**src/rtl/fpMul_consts.svh**
```systemverilog
`ifndef FPMUL_CONSTS_SVH
`define FPMUL_CONSTS_SVH

// ========================================================================
// IEEE-754 single precision layout
// ========================================================================
`define FP_WIDTH   32
`define EXP_WIDTH  8
`define FRAC_WIDTH 23
`define EXP_BIAS   127

// Full significand product, 24 x 24 bits
`define PROD_WIDTH 48

// Returned for any NaN input and for inf times zero
`define QNAN_CANON 32'h7FC00000

`endif

```
**src/rtl/fpMulPkg.sv**
```systemverilog
`include "fpMul_consts.svh"

package fpMulPkg;

    // Codes outside this set fall back to nearest-even
    typedef enum logic [2:0] {
        RM_RNE = 3'd0,
        RM_RTZ = 3'd1,
        RM_RDN = 3'd2,
        RM_RUP = 3'd3,
        RM_RMM = 3'd4
    } roundMode_e;

    // Subnormals are folded into CLS_ZERO
    typedef enum logic [1:0] {
        CLS_ZERO = 2'd0,
        CLS_NORM = 2'd1,
        CLS_INF  = 2'd2,
        CLS_NAN  = 2'd3
    } opClass_e;

    // ========================================================================
    // Pipeline words
    // ========================================================================
    typedef struct packed {
        logic [`FP_WIDTH-1:0] opX;
        logic [`FP_WIDTH-1:0] opY;
        roundMode_e           rndMode;
    } mulReq_t;

    typedef struct packed {
        logic                         sign;
        logic signed [`EXP_WIDTH+1:0] expSum;
        logic [`FRAC_WIDTH:0]         sigX;
        logic [`FRAC_WIDTH:0]         sigY;
        opClass_e                     clsX;
        opClass_e                     clsY;
        roundMode_e                   rndMode;
    } unpacked_t;

    typedef struct packed {
        logic                         sign;
        logic signed [`EXP_WIDTH+1:0] expSum;
        logic [`PROD_WIDTH-1:0]       prod;
        opClass_e                     cls;
        roundMode_e                   rndMode;
    } product_t;

    typedef struct packed {
        logic [`FP_WIDTH-1:0] result;
        logic                 ovrf;
        logic                 udrf;
    } mulResp_t;

endpackage

```
**src/rtl/fpOperandUnpack.sv**
```systemverilog
`include "fpMul_consts.svh"

module fpOperandUnpack (
    input  logic                clk,
    input  logic                rst,
    input  logic                inValid,
    output logic                inReady,
    input  fpMulPkg::mulReq_t   inData,
    output logic                stValid,
    input  logic                stReady,
    output fpMulPkg::unpacked_t stData
);
    import fpMulPkg::*;

    localparam logic signed [`EXP_WIDTH+1:0] ExpBias = `EXP_BIAS;

    logic [`EXP_WIDTH-1:0]        expX;
    logic [`EXP_WIDTH-1:0]        expY;
    logic [`FRAC_WIDTH-1:0]       fracX;
    logic [`FRAC_WIDTH-1:0]       fracY;
    logic signed [`EXP_WIDTH+1:0] biasedX;
    logic signed [`EXP_WIDTH+1:0] biasedY;
    unpacked_t                    stNext;

    // Exponent all zeros covers zero and subnormal
    function automatic opClass_e classify(
        input logic [`EXP_WIDTH-1:0]  e,
        input logic [`FRAC_WIDTH-1:0] f
    );
        opClass_e cls;
        if (e == '0) begin
            cls = CLS_ZERO;
        end else if (e == '1) begin
            cls = (f == '0) ? CLS_INF : CLS_NAN;
        end else begin
            cls = CLS_NORM;
        end
        return cls;
    endfunction

    // ========================================================================
    // Field split and classification
    // ========================================================================
    always_comb begin
        expX  = inData.opX[`FP_WIDTH-2 -: `EXP_WIDTH];
        expY  = inData.opY[`FP_WIDTH-2 -: `EXP_WIDTH];
        fracX = inData.opX[`FRAC_WIDTH-1:0];
        fracY = inData.opY[`FRAC_WIDTH-1:0];

        biasedX = {2'b00, expX};
        biasedY = {2'b00, expY};

        stNext.sign    = inData.opX[`FP_WIDTH-1] ^ inData.opY[`FP_WIDTH-1];
        // Bias removed once so the sum stays biased
        stNext.expSum  = biasedX + biasedY - ExpBias;
        stNext.sigX    = {|expX, fracX};
        stNext.sigY    = {|expY, fracY};
        stNext.clsX    = classify(expX, fracX);
        stNext.clsY    = classify(expY, fracY);
        stNext.rndMode = inData.rndMode;
    end

    // Stage register
    assign inReady = ~stValid | stReady;

    always_ff @(posedge clk) begin
        if (rst) begin
            stValid <= 1'b0;
        end else if (inReady) begin
            stValid <= inValid;
        end
    end

    always_ff @(posedge clk) begin
        if (inValid && inReady) begin
            stData <= stNext;
        end
    end

endmodule

```
**src/rtl/boothRadix4Mult.sv**
```systemverilog
`include "fpMul_consts.svh"

module boothRadix4Mult (
    input  logic                clk,
    input  logic                rst,
    input  logic                stValid,
    output logic                stReady,
    input  fpMulPkg::unpacked_t stData,
    output logic                prValid,
    input  logic                prReady,
    output fpMulPkg::product_t  prData
);
    import fpMulPkg::*;

    localparam int SigWidth = `FRAC_WIDTH + 1;
    localparam int NumPp    = SigWidth / 2;

    logic [SigWidth:0]        mExt;
    logic [2:0]               boothCode [NumPp];
    logic [`PROD_WIDTH-1:0]   eM;
    logic [`PROD_WIDTH-1:0]   eMNeg;
    logic [`PROD_WIDTH-1:0]   eM2;
    logic [`PROD_WIDTH-1:0]   eM2Neg;
    logic [`PROD_WIDTH-1:0]   pp [NumPp];
    logic [`PROD_WIDTH-1:0]   topCorr;
    logic [`PROD_WIDTH-1:0]   prodSum;
    opClass_e                 clsMerged;
    product_t                 prNext;

    // Group to {neg, two, one}
    function automatic logic [2:0] boothEncode(input logic [2:0] grp);
        logic neg;
        logic two;
        logic one;
        neg = grp[2] & ~(grp[1] & grp[0]);
        two = (grp == 3'b011) | (grp == 3'b100);
        one = grp[1] ^ grp[0];
        return {neg, two, one};
    endfunction

    // ========================================================================
    // Booth recoding and partial product sum
    // ========================================================================
    always_comb begin
        // Implicit zero below the multiplier LSB
        mExt = {stData.sigY, 1'b0};

        // Multiplicand is positive so the extension is all zeros
        eM     = {{(`PROD_WIDTH-SigWidth){1'b0}}, stData.sigX};
        eMNeg  = -eM;
        eM2    = eM << 1;
        eM2Neg = -eM2;

        for (int i = 0; i < NumPp; i++) begin
            boothCode[i] = boothEncode(mExt[2*i +: 3]);
            case (boothCode[i])
                3'b001:  pp[i] = eM;
                3'b010:  pp[i] = eM2;
                3'b101:  pp[i] = eMNeg;
                3'b110:  pp[i] = eM2Neg;
                default: pp[i] = '0;
            endcase
        end

        // Top group sees the hidden bit as a sign
        // Unsigned result needs the multiplicand back at weight 2^24
        topCorr = stData.sigY[SigWidth-1] ? (eM << SigWidth) : '0;

        prodSum = topCorr;
        for (int i = 0; i < NumPp; i++) begin
            prodSum = prodSum + (pp[i] << (2 * i));
        end
    end

    // Special case class of the result
    always_comb begin
        if (stData.clsX == CLS_NAN || stData.clsY == CLS_NAN) begin
            clsMerged = CLS_NAN;
        end else if ((stData.clsX == CLS_INF && stData.clsY == CLS_ZERO) ||
                     (stData.clsX == CLS_ZERO && stData.clsY == CLS_INF)) begin
            clsMerged = CLS_NAN;
        end else if (stData.clsX == CLS_INF || stData.clsY == CLS_INF) begin
            clsMerged = CLS_INF;
        end else if (stData.clsX == CLS_ZERO || stData.clsY == CLS_ZERO) begin
            clsMerged = CLS_ZERO;
        end else begin
            clsMerged = CLS_NORM;
        end

        prNext.sign    = stData.sign;
        prNext.expSum  = stData.expSum;
        prNext.prod    = prodSum;
        prNext.cls     = clsMerged;
        prNext.rndMode = stData.rndMode;
    end

    assign stReady = ~prValid | prReady;

    always_ff @(posedge clk) begin
        if (rst) begin
            prValid <= 1'b0;
        end else if (stReady) begin
            prValid <= stValid;
        end
    end

    always_ff @(posedge clk) begin
        if (stValid && stReady) begin
            prData <= prNext;
        end
    end

endmodule

```
**src/rtl/fpRoundPack.sv**
```systemverilog
`include "fpMul_consts.svh"

module fpRoundPack (
    input  logic               clk,
    input  logic               rst,
    input  logic               prValid,
    output logic               prReady,
    input  fpMulPkg::product_t prData,
    output logic               outValid,
    input  logic               outReady,
    output fpMulPkg::mulResp_t outData
);
    import fpMulPkg::*;

    localparam logic signed [`EXP_WIDTH+1:0] ExpOne = 1;
    localparam logic signed [`EXP_WIDTH+1:0] ExpInf = {2'b00, {`EXP_WIDTH{1'b1}}};

    logic                         normShift;
    logic [`FRAC_WIDTH:0]         sigPre;
    logic                         guardBit;
    logic                         stickyBit;
    logic signed [`EXP_WIDTH+1:0] expPre;
    logic signed [`EXP_WIDTH+1:0] expFinal;
    logic                         roundUp;
    logic                         ovfMaxFinite;
    logic [`FRAC_WIDTH+1:0]       sigRnd;
    logic [`FRAC_WIDTH-1:0]       fracFinal;
    mulResp_t                     respNext;

    // ========================================================================
    // Normalize and round
    // ========================================================================
    always_comb begin
        // Product lies in [1,4)
        normShift = prData.prod[`PROD_WIDTH-1];
        if (normShift) begin
            sigPre    = prData.prod[`PROD_WIDTH-1 -: `FRAC_WIDTH+1];
            guardBit  = prData.prod[`PROD_WIDTH-`FRAC_WIDTH-2];
            stickyBit = |prData.prod[`PROD_WIDTH-`FRAC_WIDTH-3:0];
            expPre    = prData.expSum + ExpOne;
        end else begin
            sigPre    = prData.prod[`PROD_WIDTH-2 -: `FRAC_WIDTH+1];
            guardBit  = prData.prod[`PROD_WIDTH-`FRAC_WIDTH-3];
            stickyBit = |prData.prod[`PROD_WIDTH-`FRAC_WIDTH-4:0];
            expPre    = prData.expSum;
        end

        // Increment decision and overflow saturation per mode
        case (prData.rndMode)
            RM_RTZ: begin
                roundUp      = 1'b0;
                ovfMaxFinite = 1'b1;
            end
            RM_RDN: begin
                roundUp      = prData.sign & (guardBit | stickyBit);
                ovfMaxFinite = ~prData.sign;
            end
            RM_RUP: begin
                roundUp      = ~prData.sign & (guardBit | stickyBit);
                ovfMaxFinite = prData.sign;
            end
            RM_RMM: begin
                roundUp      = guardBit;
                ovfMaxFinite = 1'b0;
            end
            default: begin
                roundUp      = guardBit & (stickyBit | sigPre[0]);
                ovfMaxFinite = 1'b0;
            end
        endcase

        sigRnd = {1'b0, sigPre} + {{(`FRAC_WIDTH+1){1'b0}}, roundUp};

        // Carry out leaves 1.000..0 one binade up
        if (sigRnd[`FRAC_WIDTH+1]) begin
            expFinal  = expPre + ExpOne;
            fracFinal = sigRnd[`FRAC_WIDTH:1];
        end else begin
            expFinal  = expPre;
            fracFinal = sigRnd[`FRAC_WIDTH-1:0];
        end
    end

    // ========================================================================
    // Specials, range checks and packing
    // ========================================================================
    always_comb begin
        respNext = '0;
        case (prData.cls)
            CLS_NAN:  respNext.result = `QNAN_CANON;
            CLS_INF:  respNext.result = {prData.sign, {`EXP_WIDTH{1'b1}}, {`FRAC_WIDTH{1'b0}}};
            CLS_ZERO: respNext.result = {prData.sign, {(`FP_WIDTH-1){1'b0}}};
            default: begin
                if (expFinal >= ExpInf) begin
                    respNext.ovrf = 1'b1;
                    if (ovfMaxFinite) begin
                        respNext.result = {prData.sign, {(`EXP_WIDTH-1){1'b1}}, 1'b0,
                                           {`FRAC_WIDTH{1'b1}}};
                    end else begin
                        respNext.result = {prData.sign, {`EXP_WIDTH{1'b1}},
                                           {`FRAC_WIDTH{1'b0}}};
                    end
                end else if (expFinal < ExpOne) begin
                    // No gradual underflow
                    respNext.udrf   = 1'b1;
                    respNext.result = {prData.sign, {(`FP_WIDTH-1){1'b0}}};
                end else begin
                    respNext.result = {prData.sign, expFinal[`EXP_WIDTH-1:0], fracFinal};
                end
            end
        endcase
    end

    assign prReady = ~outValid | outReady;

    always_ff @(posedge clk) begin
        if (rst) begin
            outValid <= 1'b0;
        end else if (prReady) begin
            outValid <= prValid;
        end
    end

    always_ff @(posedge clk) begin
        if (prValid && prReady) begin
            outData <= respNext;
        end
    end

endmodule

```
**src/rtl/fpMulTop.sv**
```systemverilog
module fpMulTop (
    input  logic               clk,
    input  logic               rst,
    input  logic               inValid,
    output logic               inReady,
    input  fpMulPkg::mulReq_t  inData,
    output logic               outValid,
    input  logic               outReady,
    output fpMulPkg::mulResp_t outData
);
    import fpMulPkg::*;

    // Stage 1 to stage 2
    logic      stValid;
    logic      stReady;
    unpacked_t stData;

    // Stage 2 to stage 3
    logic      prValid;
    logic      prReady;
    product_t  prData;

    fpOperandUnpack u_unpack (
        .clk     (clk),
        .rst     (rst),
        .inValid (inValid),
        .inReady (inReady),
        .inData  (inData),
        .stValid (stValid),
        .stReady (stReady),
        .stData  (stData)
    );

    boothRadix4Mult u_booth (
        .clk     (clk),
        .rst     (rst),
        .stValid (stValid),
        .stReady (stReady),
        .stData  (stData),
        .prValid (prValid),
        .prReady (prReady),
        .prData  (prData)
    );

    fpRoundPack u_round (
        .clk      (clk),
        .rst      (rst),
        .prValid  (prValid),
        .prReady  (prReady),
        .prData   (prData),
        .outValid (outValid),
        .outReady (outReady),
        .outData  (outData)
    );

endmodule

```
**config.mk**
```make
export PLATFORM = sky130hd
export DESIGN_NAME = fpMulTop
export DESIGN_NICKNAME = d
export VERILOG_FILES = /design/src/rtl/fpMulPkg.sv /design/src/rtl/fpOperandUnpack.sv /design/src/rtl/boothRadix4Mult.sv /design/src/rtl/fpRoundPack.sv /design/src/rtl/fpMulTop.sv
export VERILOG_INCLUDE_DIRS = /design/src /design/src/rtl
export SDC_FILE = /design/constraint.sdc
export NUM_CORES = 1
export LEC_CHECK = 0
export ABC_CLOCK_PERIOD_IN_PS = 7700
export BUFFER_PORTS_ARGS = -buffer_cell sky130_fd_sc_hd__buf_2
export CAP_MARGIN = 40
export CORE_ASPECT_RATIO = 0.7
export CORE_MARGIN = 3
export CORE_UTILIZATION = 51
export DETAILED_ROUTE_END_ITERATION = 12
export PLACE_DENSITY = 0.7
export SLEW_MARGIN = 20
export SYNTH_ARGS = -nofsm -noshare
export SYNTH_HDL_FRONTEND = slang
export SYNTH_SLANG_ARGS = --single-unit
```
**constraint.sdc**
```tcl
create_clock -name clk -period 7.7 [get_ports clk]
set_clock_uncertainty 0.1 [all_clocks]
set_input_delay 2.31 -clock clk [delete_from_list [all_inputs] [get_ports clk]]
set_output_delay 2.31 -clock clk [all_outputs]
set_load 0.02 [all_outputs]
```
After elaboration in Yosys (flattened, before gate mapping)
Cells that the tools add are included.
{ "totals": {"reg_bits": 167, "inputBits": 71, "word_cells": 254} }
{ "classes": {"add_sub_neg": 19, "n_lt_le_gt_ge": 2, "n_eq_ne": 83, "n_mux": 33, "bitwise_logic": 70, "n_reduce_logical": 26} }
{ "op_table": {"columns": ["operator", "n"], "rows": [
  ["adder 48 bit", 12],
  ["one-hot mux 48 bit (4 select lines)", 1],
  ["one-hot mux 46 bit (4 select lines)", 1],
  ["one-hot mux 44 bit (4 select lines)", 1],
  ["one-hot mux 42 bit (4 select lines)", 1],
  ["one-hot mux 40 bit (4 select lines)", 1],
  ["one-hot mux 38 bit (4 select lines)", 1],
  ["one-hot mux 36 bit (4 select lines)", 1],
  ["one-hot mux 34 bit (4 select lines)", 1],
  ["one-hot mux 32 bit (4 select lines)", 1],
  ["one-hot mux 30 bit (4 select lines)", 1],
  ["one-hot mux 28 bit (4 select lines)", 1],
  ["equality test 3 bit, second input constant", 36],
  ["one-hot mux 26 bit (4 select lines)", 1],
  ["one-hot mux 32 bit (3 select lines)", 1],
  ["equality test 3 x 2 -> 1 bit, second input constant", 25],
  ["two-way mux 31 bit", 2],
  ["two-way mux 24 bit", 2],
  ["two-way mux 48 bit", 1],
  ["negation 24 -> 48 bit", 1],
  ["negation 25 -> 48 bit", 1],
  ["zero test 23 bit", 2],
  ["equality test 3 x 1 -> 1 bit, second input constant", 13],
  ["adder 24 x 1 -> 25 bit", 1],
  ["other kinds (26)", 124]
]} }

Depth between registers and ports, before layout
{ "logic_depth": {"word_depth": 16, "ltp_mapped": 34, "depth_no_buf": 30} }

Hierarchy
From an unflattened synthesis, not the netlist that was laid out.
{ "unflattened": {"hier_cells": 3405, "hier_area_um2": 29793.6} }
{ "by_module_without_submodules": {"columns": ["mod", "n_inst", "cells_per_inst", "area_each_um2", "seq_area_each_um2"], "rows": [
  ["boothRadix4Mult", 1, 2876, 23938.0, 1941.9],
  ["fpRoundPack", 1, 373, 3215.6, 1041.0],
  ["fpOperandUnpack", 1, 156, 2640.0, 2001.9]
]} }

Worst setup path after synthesis
OpenSTA, ideal clock, no wires.
{ "synth_timing": {"path_type": "flip-flop to flip-flop", "from": "reg u_unpack.stData[32] (netlist name)", "to": "reg u_booth.prData[43] (netlist name)", "setup_ps": 195, "arrival_ps": 7676, "required_ps": 7405, "path_slack_ps": -271, "path_stages_with_launch": 32, "path_buffers": 3, "synth_period_minus_slack_ps": 7971, "path_cell_list": "edfxtp_1 -> inv_1 -> clkbuf_1 -> ha_1 -> nor4b_1 -> and2_1 -> clkbuf_1 -> nand2_2 -> nor3_1 -> clkbuf_1 -> nor2_1 -> xor2_1 -> a22oi_1 -> or2_2 -> fa_1 -> fa_1 -> inv_1 -> fa_1 -> fa_1 -> inv_1 -> fa_1 -> inv_1 -> ha_1 -> inv_1 -> o21bai_1 -> a21o_1 -> a211oi_1 -> o21ai_0 -> a31oi_1 -> a21boi_0 -> or2_2 -> o311ai_0"} }
{ "synth_via": {"elab_chain_len": 14, "elab_cells_between_ends": 27, "classes_between": "14 x add/sub; 13 x mux"} }
{ "synth_lines": {"columns": ["element", "line_no", "source"], "rows": [
  ["negation 25 -> 48 bit or negation 24 -> 48 bit (tied branches)", "boothRadix4Mult.sv:52, boothRadix4Mult.sv:50", null],
  ["one-hot mux 48 bit (4 select lines)", "boothRadix4Mult.sv:56", "case (boothCode[i])"],
  ["adder 48 bit (11 in series)", "boothRadix4Mult.sv:71", "prodSum = prodSum + (pp[i] << (2 * i));"],
  ["adder 48 bit (*)", "boothRadix4Mult.sv:71", null],
  ["net u_booth.prodSum[38]", "boothRadix4Mult.sv:26", "logic [`PROD_WIDTH-1:0] prodSum;"]
]} }
Mark *: on every way through the listed nets, which the timed path passes. The rest lies on a longest branch.
A chain may end at the register's enable or synchronous reset.

Worst setup path after layout
{ "layout_timing": {"from": "reg u_unpack.stData[32] (netlist name)", "to": "reg u_booth.prData[39] (netlist name)"} }
{ "layout_via": {"elab_chain_len": 14, "elab_cells_between_ends": 27, "classes_between": "14 x add/sub; 13 x mux"} }
{ "layout_lines": {"columns": ["element", "line_no"], "rows": [
  ["negation 25 -> 48 bit or negation 24 -> 48 bit (tied branches)", "boothRadix4Mult.sv:52, boothRadix4Mult.sv:50"],
  ["one-hot mux 48 bit (4 select lines)", "boothRadix4Mult.sv:56"],
  ["adder 48 bit (11 in series)", "boothRadix4Mult.sv:71"],
  ["adder 48 bit (*)", "boothRadix4Mult.sv:71"],
  ["net u_booth.prodSum[34]", "boothRadix4Mult.sv:26"]
]} }
Marked as above.

==> metrics.yaml <==
critical_path:
  worst_r2r_dst: "u_booth.prData[39]$_DFFE_PP_"
  worst_ep_required_time_ns: 7.83
  path_class: "reg -> reg"
  worst-path-buf-inv: 8
  reg2reg_slack_ns: 0.15
  most_used_cell_along_the_critical_path: "fa_1"
  cp-end-kind: "flop"
  number_of_cells_on_the_worst_reg_to_reg_path: 30
  worstPathArrival_ns: 7.68
  critPathLaunchType: "flop"
  critPathMaxFanout: 7
  critical_path.slowest_cell: "fa_1"
  worst_r2r_startpoint: "u_unpack.stData[32]$_DFFE_PP_"
  timing.critical_path.from: "u_unpack.stData[32]$_DFFE_PP_"
  critical-path-top-delay-family: "adder cells"
  cp_max_stage_delay_ns: 0.62
timing:
  slew-limit-headroom: 0.407
  grt_setup_unrepaired: "true"
  worst_slack_setup_final_ns: 0.152
  timing_hold_violations_final: 0
  tightest_slew_ns: 0.887
  slew_violations: 0
  setup-violations-final: 0
  maxClockFrequency_mhz: 132
  period_share: 0.980
  period_needed_ns: 7.55
synthesis:
  synth_area_leaders: "fa_1, edfxtp_1, a22oi_1"
  synthesis.area_per_instance_um2: 8.74
  post-synth-top-area-cell: "fa_1"
  ys_seq_area_frac: 0.167
  synth_nets: 3983
  gate_count_after_technology_mapping: 3408
  area_fraction_of_the_dominant_cell_type_after_synthesis: 0.241
  synth_area_um2: 29800
  number_of_synthesized_flops_with_an_enable_pin: 164
  synth_async_sr_flop_share: 0
  synthDistinctLibCells: 87
  commonest_register_cell_after_synthesis: "edfxtp_1"
  synth_commonest_cells: "inv_1, fa_1, nor2_1"
  post-synth-top-count-cell: "inv_1"
  ys_ff_latch: 167
  synth-warning-count: 0
clock_network:
  cts_htree_levels: 4
  tritoncts.num_buffers: 17
  clock_tree_root_driver_cell: "clkbuf_16"
  cts.sink_count: 167
  holdBufCountCts: 0
  clkTransAtPathRegs_ns: 0.07
  insertion_delay_ns: 0.50
  cts_buffer_depth: 2
  cts_tree: "yes"
finish:
  area_delta_synth_final_pct: 14.6
  sequential_cell_area_um2: 4980
  net_count_of_the_finished_layout: 4169
  finish.instance_area_um2: 34100
  n_antenna_cell: 0
  layout.filler_cells: 5013
  post_route_cells_drive_above_1_share: 0.210
  utilization: 0.596
  multi_input_area_um2: 23000
  layoutNonFillerInstCount: 4357
place:
  placement.setup.worst_slack_ns: -0.210
  placed_cells_incl_taps: 4284
  placed_area_um2: 32400
  buffer_ports.inserted: 106
  place.detailed.hpwl_um: 79900
  gp_congestion: 1.03
global_route:
  number_of_antenna_violations_at_the_first_check_in_global_routing: 2
  pin_count_of_the_biggest_net_entering_global_routing: 67
  via_count_of_the_first_global_routing_pass: 25000
  global_route.usage.total: 0.323
  grt_overflow: 0
  grt_first_pass_wirelength_um: 152000
routing:
  totalWireLength_um: 100000
  detail_route.first_pass.iterations: 7
  detailroute.via_count: 26200
  detail_route.wl_per_cell_um: 23.0
  detail_route.iter0.violations: 3493
  drcViolationCount: 0
  drtAntennaViolNets: 0
  detail_route.vias_per_cell: 6.02
floorplanning:
  die_area_um2: 61400
  die_width_um: 295
  boundaryPins: 107
  die_h_um: 208
  row_count: 73
  initial_core_util: 0.520
  core_area_um2: 57300
outcome:
  status: "finished clean"
min_path:
  holdCritPathClass: "reg -> reg"
  hold_startpoint: "u_unpack.stData[55]$_DFFE_PP_"
  min_delay_worst_endpoint: "u_booth.prData[53]$_DFFE_PP_"
  timing.hold.worst_path_depth: 0
flow_run:
  cap_violations: 0
[layout by cell type (no fill, tap or decap), types with 17 or more instances in the layout]
cell       count
inv_1        390
a22o_1        19
clkbuf_16     17
nor2_1       341
o21ai_0       63
fa_1         335
a221oi_1      42
or3_1         49
or2_2        120
mux2_2        21
edfxtp_1     164
buf_2        106
a22oi_1      242
a21o_1        23
buf_6         17
xnor2_1      182
a211o_1       29
nand2_1      232
nand4_1       31
buf_4        291
and2_1        32
ha_1         129
nand2b_1      25
fa_2          24
a21oi_1       80
nor4_1        26
nor3_1        28
xor2_1       174
nand3_1       49
[worst max-delay path by stage]
stage,slack [ns],to,depth (start not counted)
after floorplan,-0.03,u_booth.prData[43]$_DFFE_PP_,30
after global placement,-0.08,u_booth.prData[39]$_DFFE_PP_,28
final,0.15,u_booth.prData[39]$_DFFE_PP_,30
after detailed placement,-0.21,u_booth.prData[43]$_DFFE_PP_,28
after global routing,-0.13,u_booth.prData[37]$_DFFE_PP_,32
after CTS,0.007,u_booth.prData[49]$_DFFE_PP_,29
[layout make-up]
type | count | share of cell area
Clock buffer | 18 | 0.0126
Clock inverter | 14 | 0.00550
Inverter | 404 | 0.0445
Multi-Input combinational cell | 2580 | 0.673
Sequential cell | 167 | 0.146
Tap cell | 750 | 0.0275
Timing Repair Buffer | 424 | 0.0907
[sequential cells by signal, indices dropped and copies added (netlist names)]
register          count
u_unpack.stData      66
u_booth.prData       64
u_round.outData      34
u_booth.prValid       1
u_round.outValid      1
u_unpack.stValid      1
[per-stage QoR]
| step | hold WS [ns] | setup TNS [ns] |
|---|---|---|
| after floorplan | 0.300 | -0.0292 |
| after global placement | 0.303 | -0.358 |
| after detailed placement | 0.306 | -0.757 |
| after CTS | 0.316 | 0 |
| after global routing | 0.326 | -0.616 |
| final | 0.316 | 0 |
[worst register-to-register path: cells and delay by family (launching register included)]
family                     cells  cell delay [ns]
and+or+nand+nor                6             1.23
adders and majority gates      7             3.08
xor gates and xnor gates       2             0.31
AOI/OAI and AO/OA              7             1.22
DFF                            1             0.42
buffers and inverters          8             0.95
[routing by layer]
layer  part of all wire  routed length, um  GRT usage
met3               0.16              16100      0.153
met1               0.43              42700      0.473
met2               0.39              39300      0.430
met4              0.020               2010     0.0614
met5            0.00054                 54          0
[logic make-up after synthesis]
| kind of cell | after synthesis | synth area share |
|---|---|---|
| AO/OA/AOI/OAI | 632 | 0.151 |
| XOR/XNOR | 368 | 0.110 |
| adder cells (fa/ha/maj) | 504 | 0.302 |
| buffers and inverters | 661 | 0.0849 |
| flip-flops | 167 | 0.167 |
| multiplexers | 37 | 0.0133 |
| AND/OR/NAND/NOR | 1039 | 0.171 |
[what timing repair did]
action,in CTS,in global routing
endpoints found under the setup margin,11,21
gates cloned,0,0
setup buffers,8,29
pin swaps,3,125
gates resized for setup,9,176
Power is left out: the tool's default activity adds up to more than one toggle a clock period on the data nets, which glitch-free logic cannot reach.
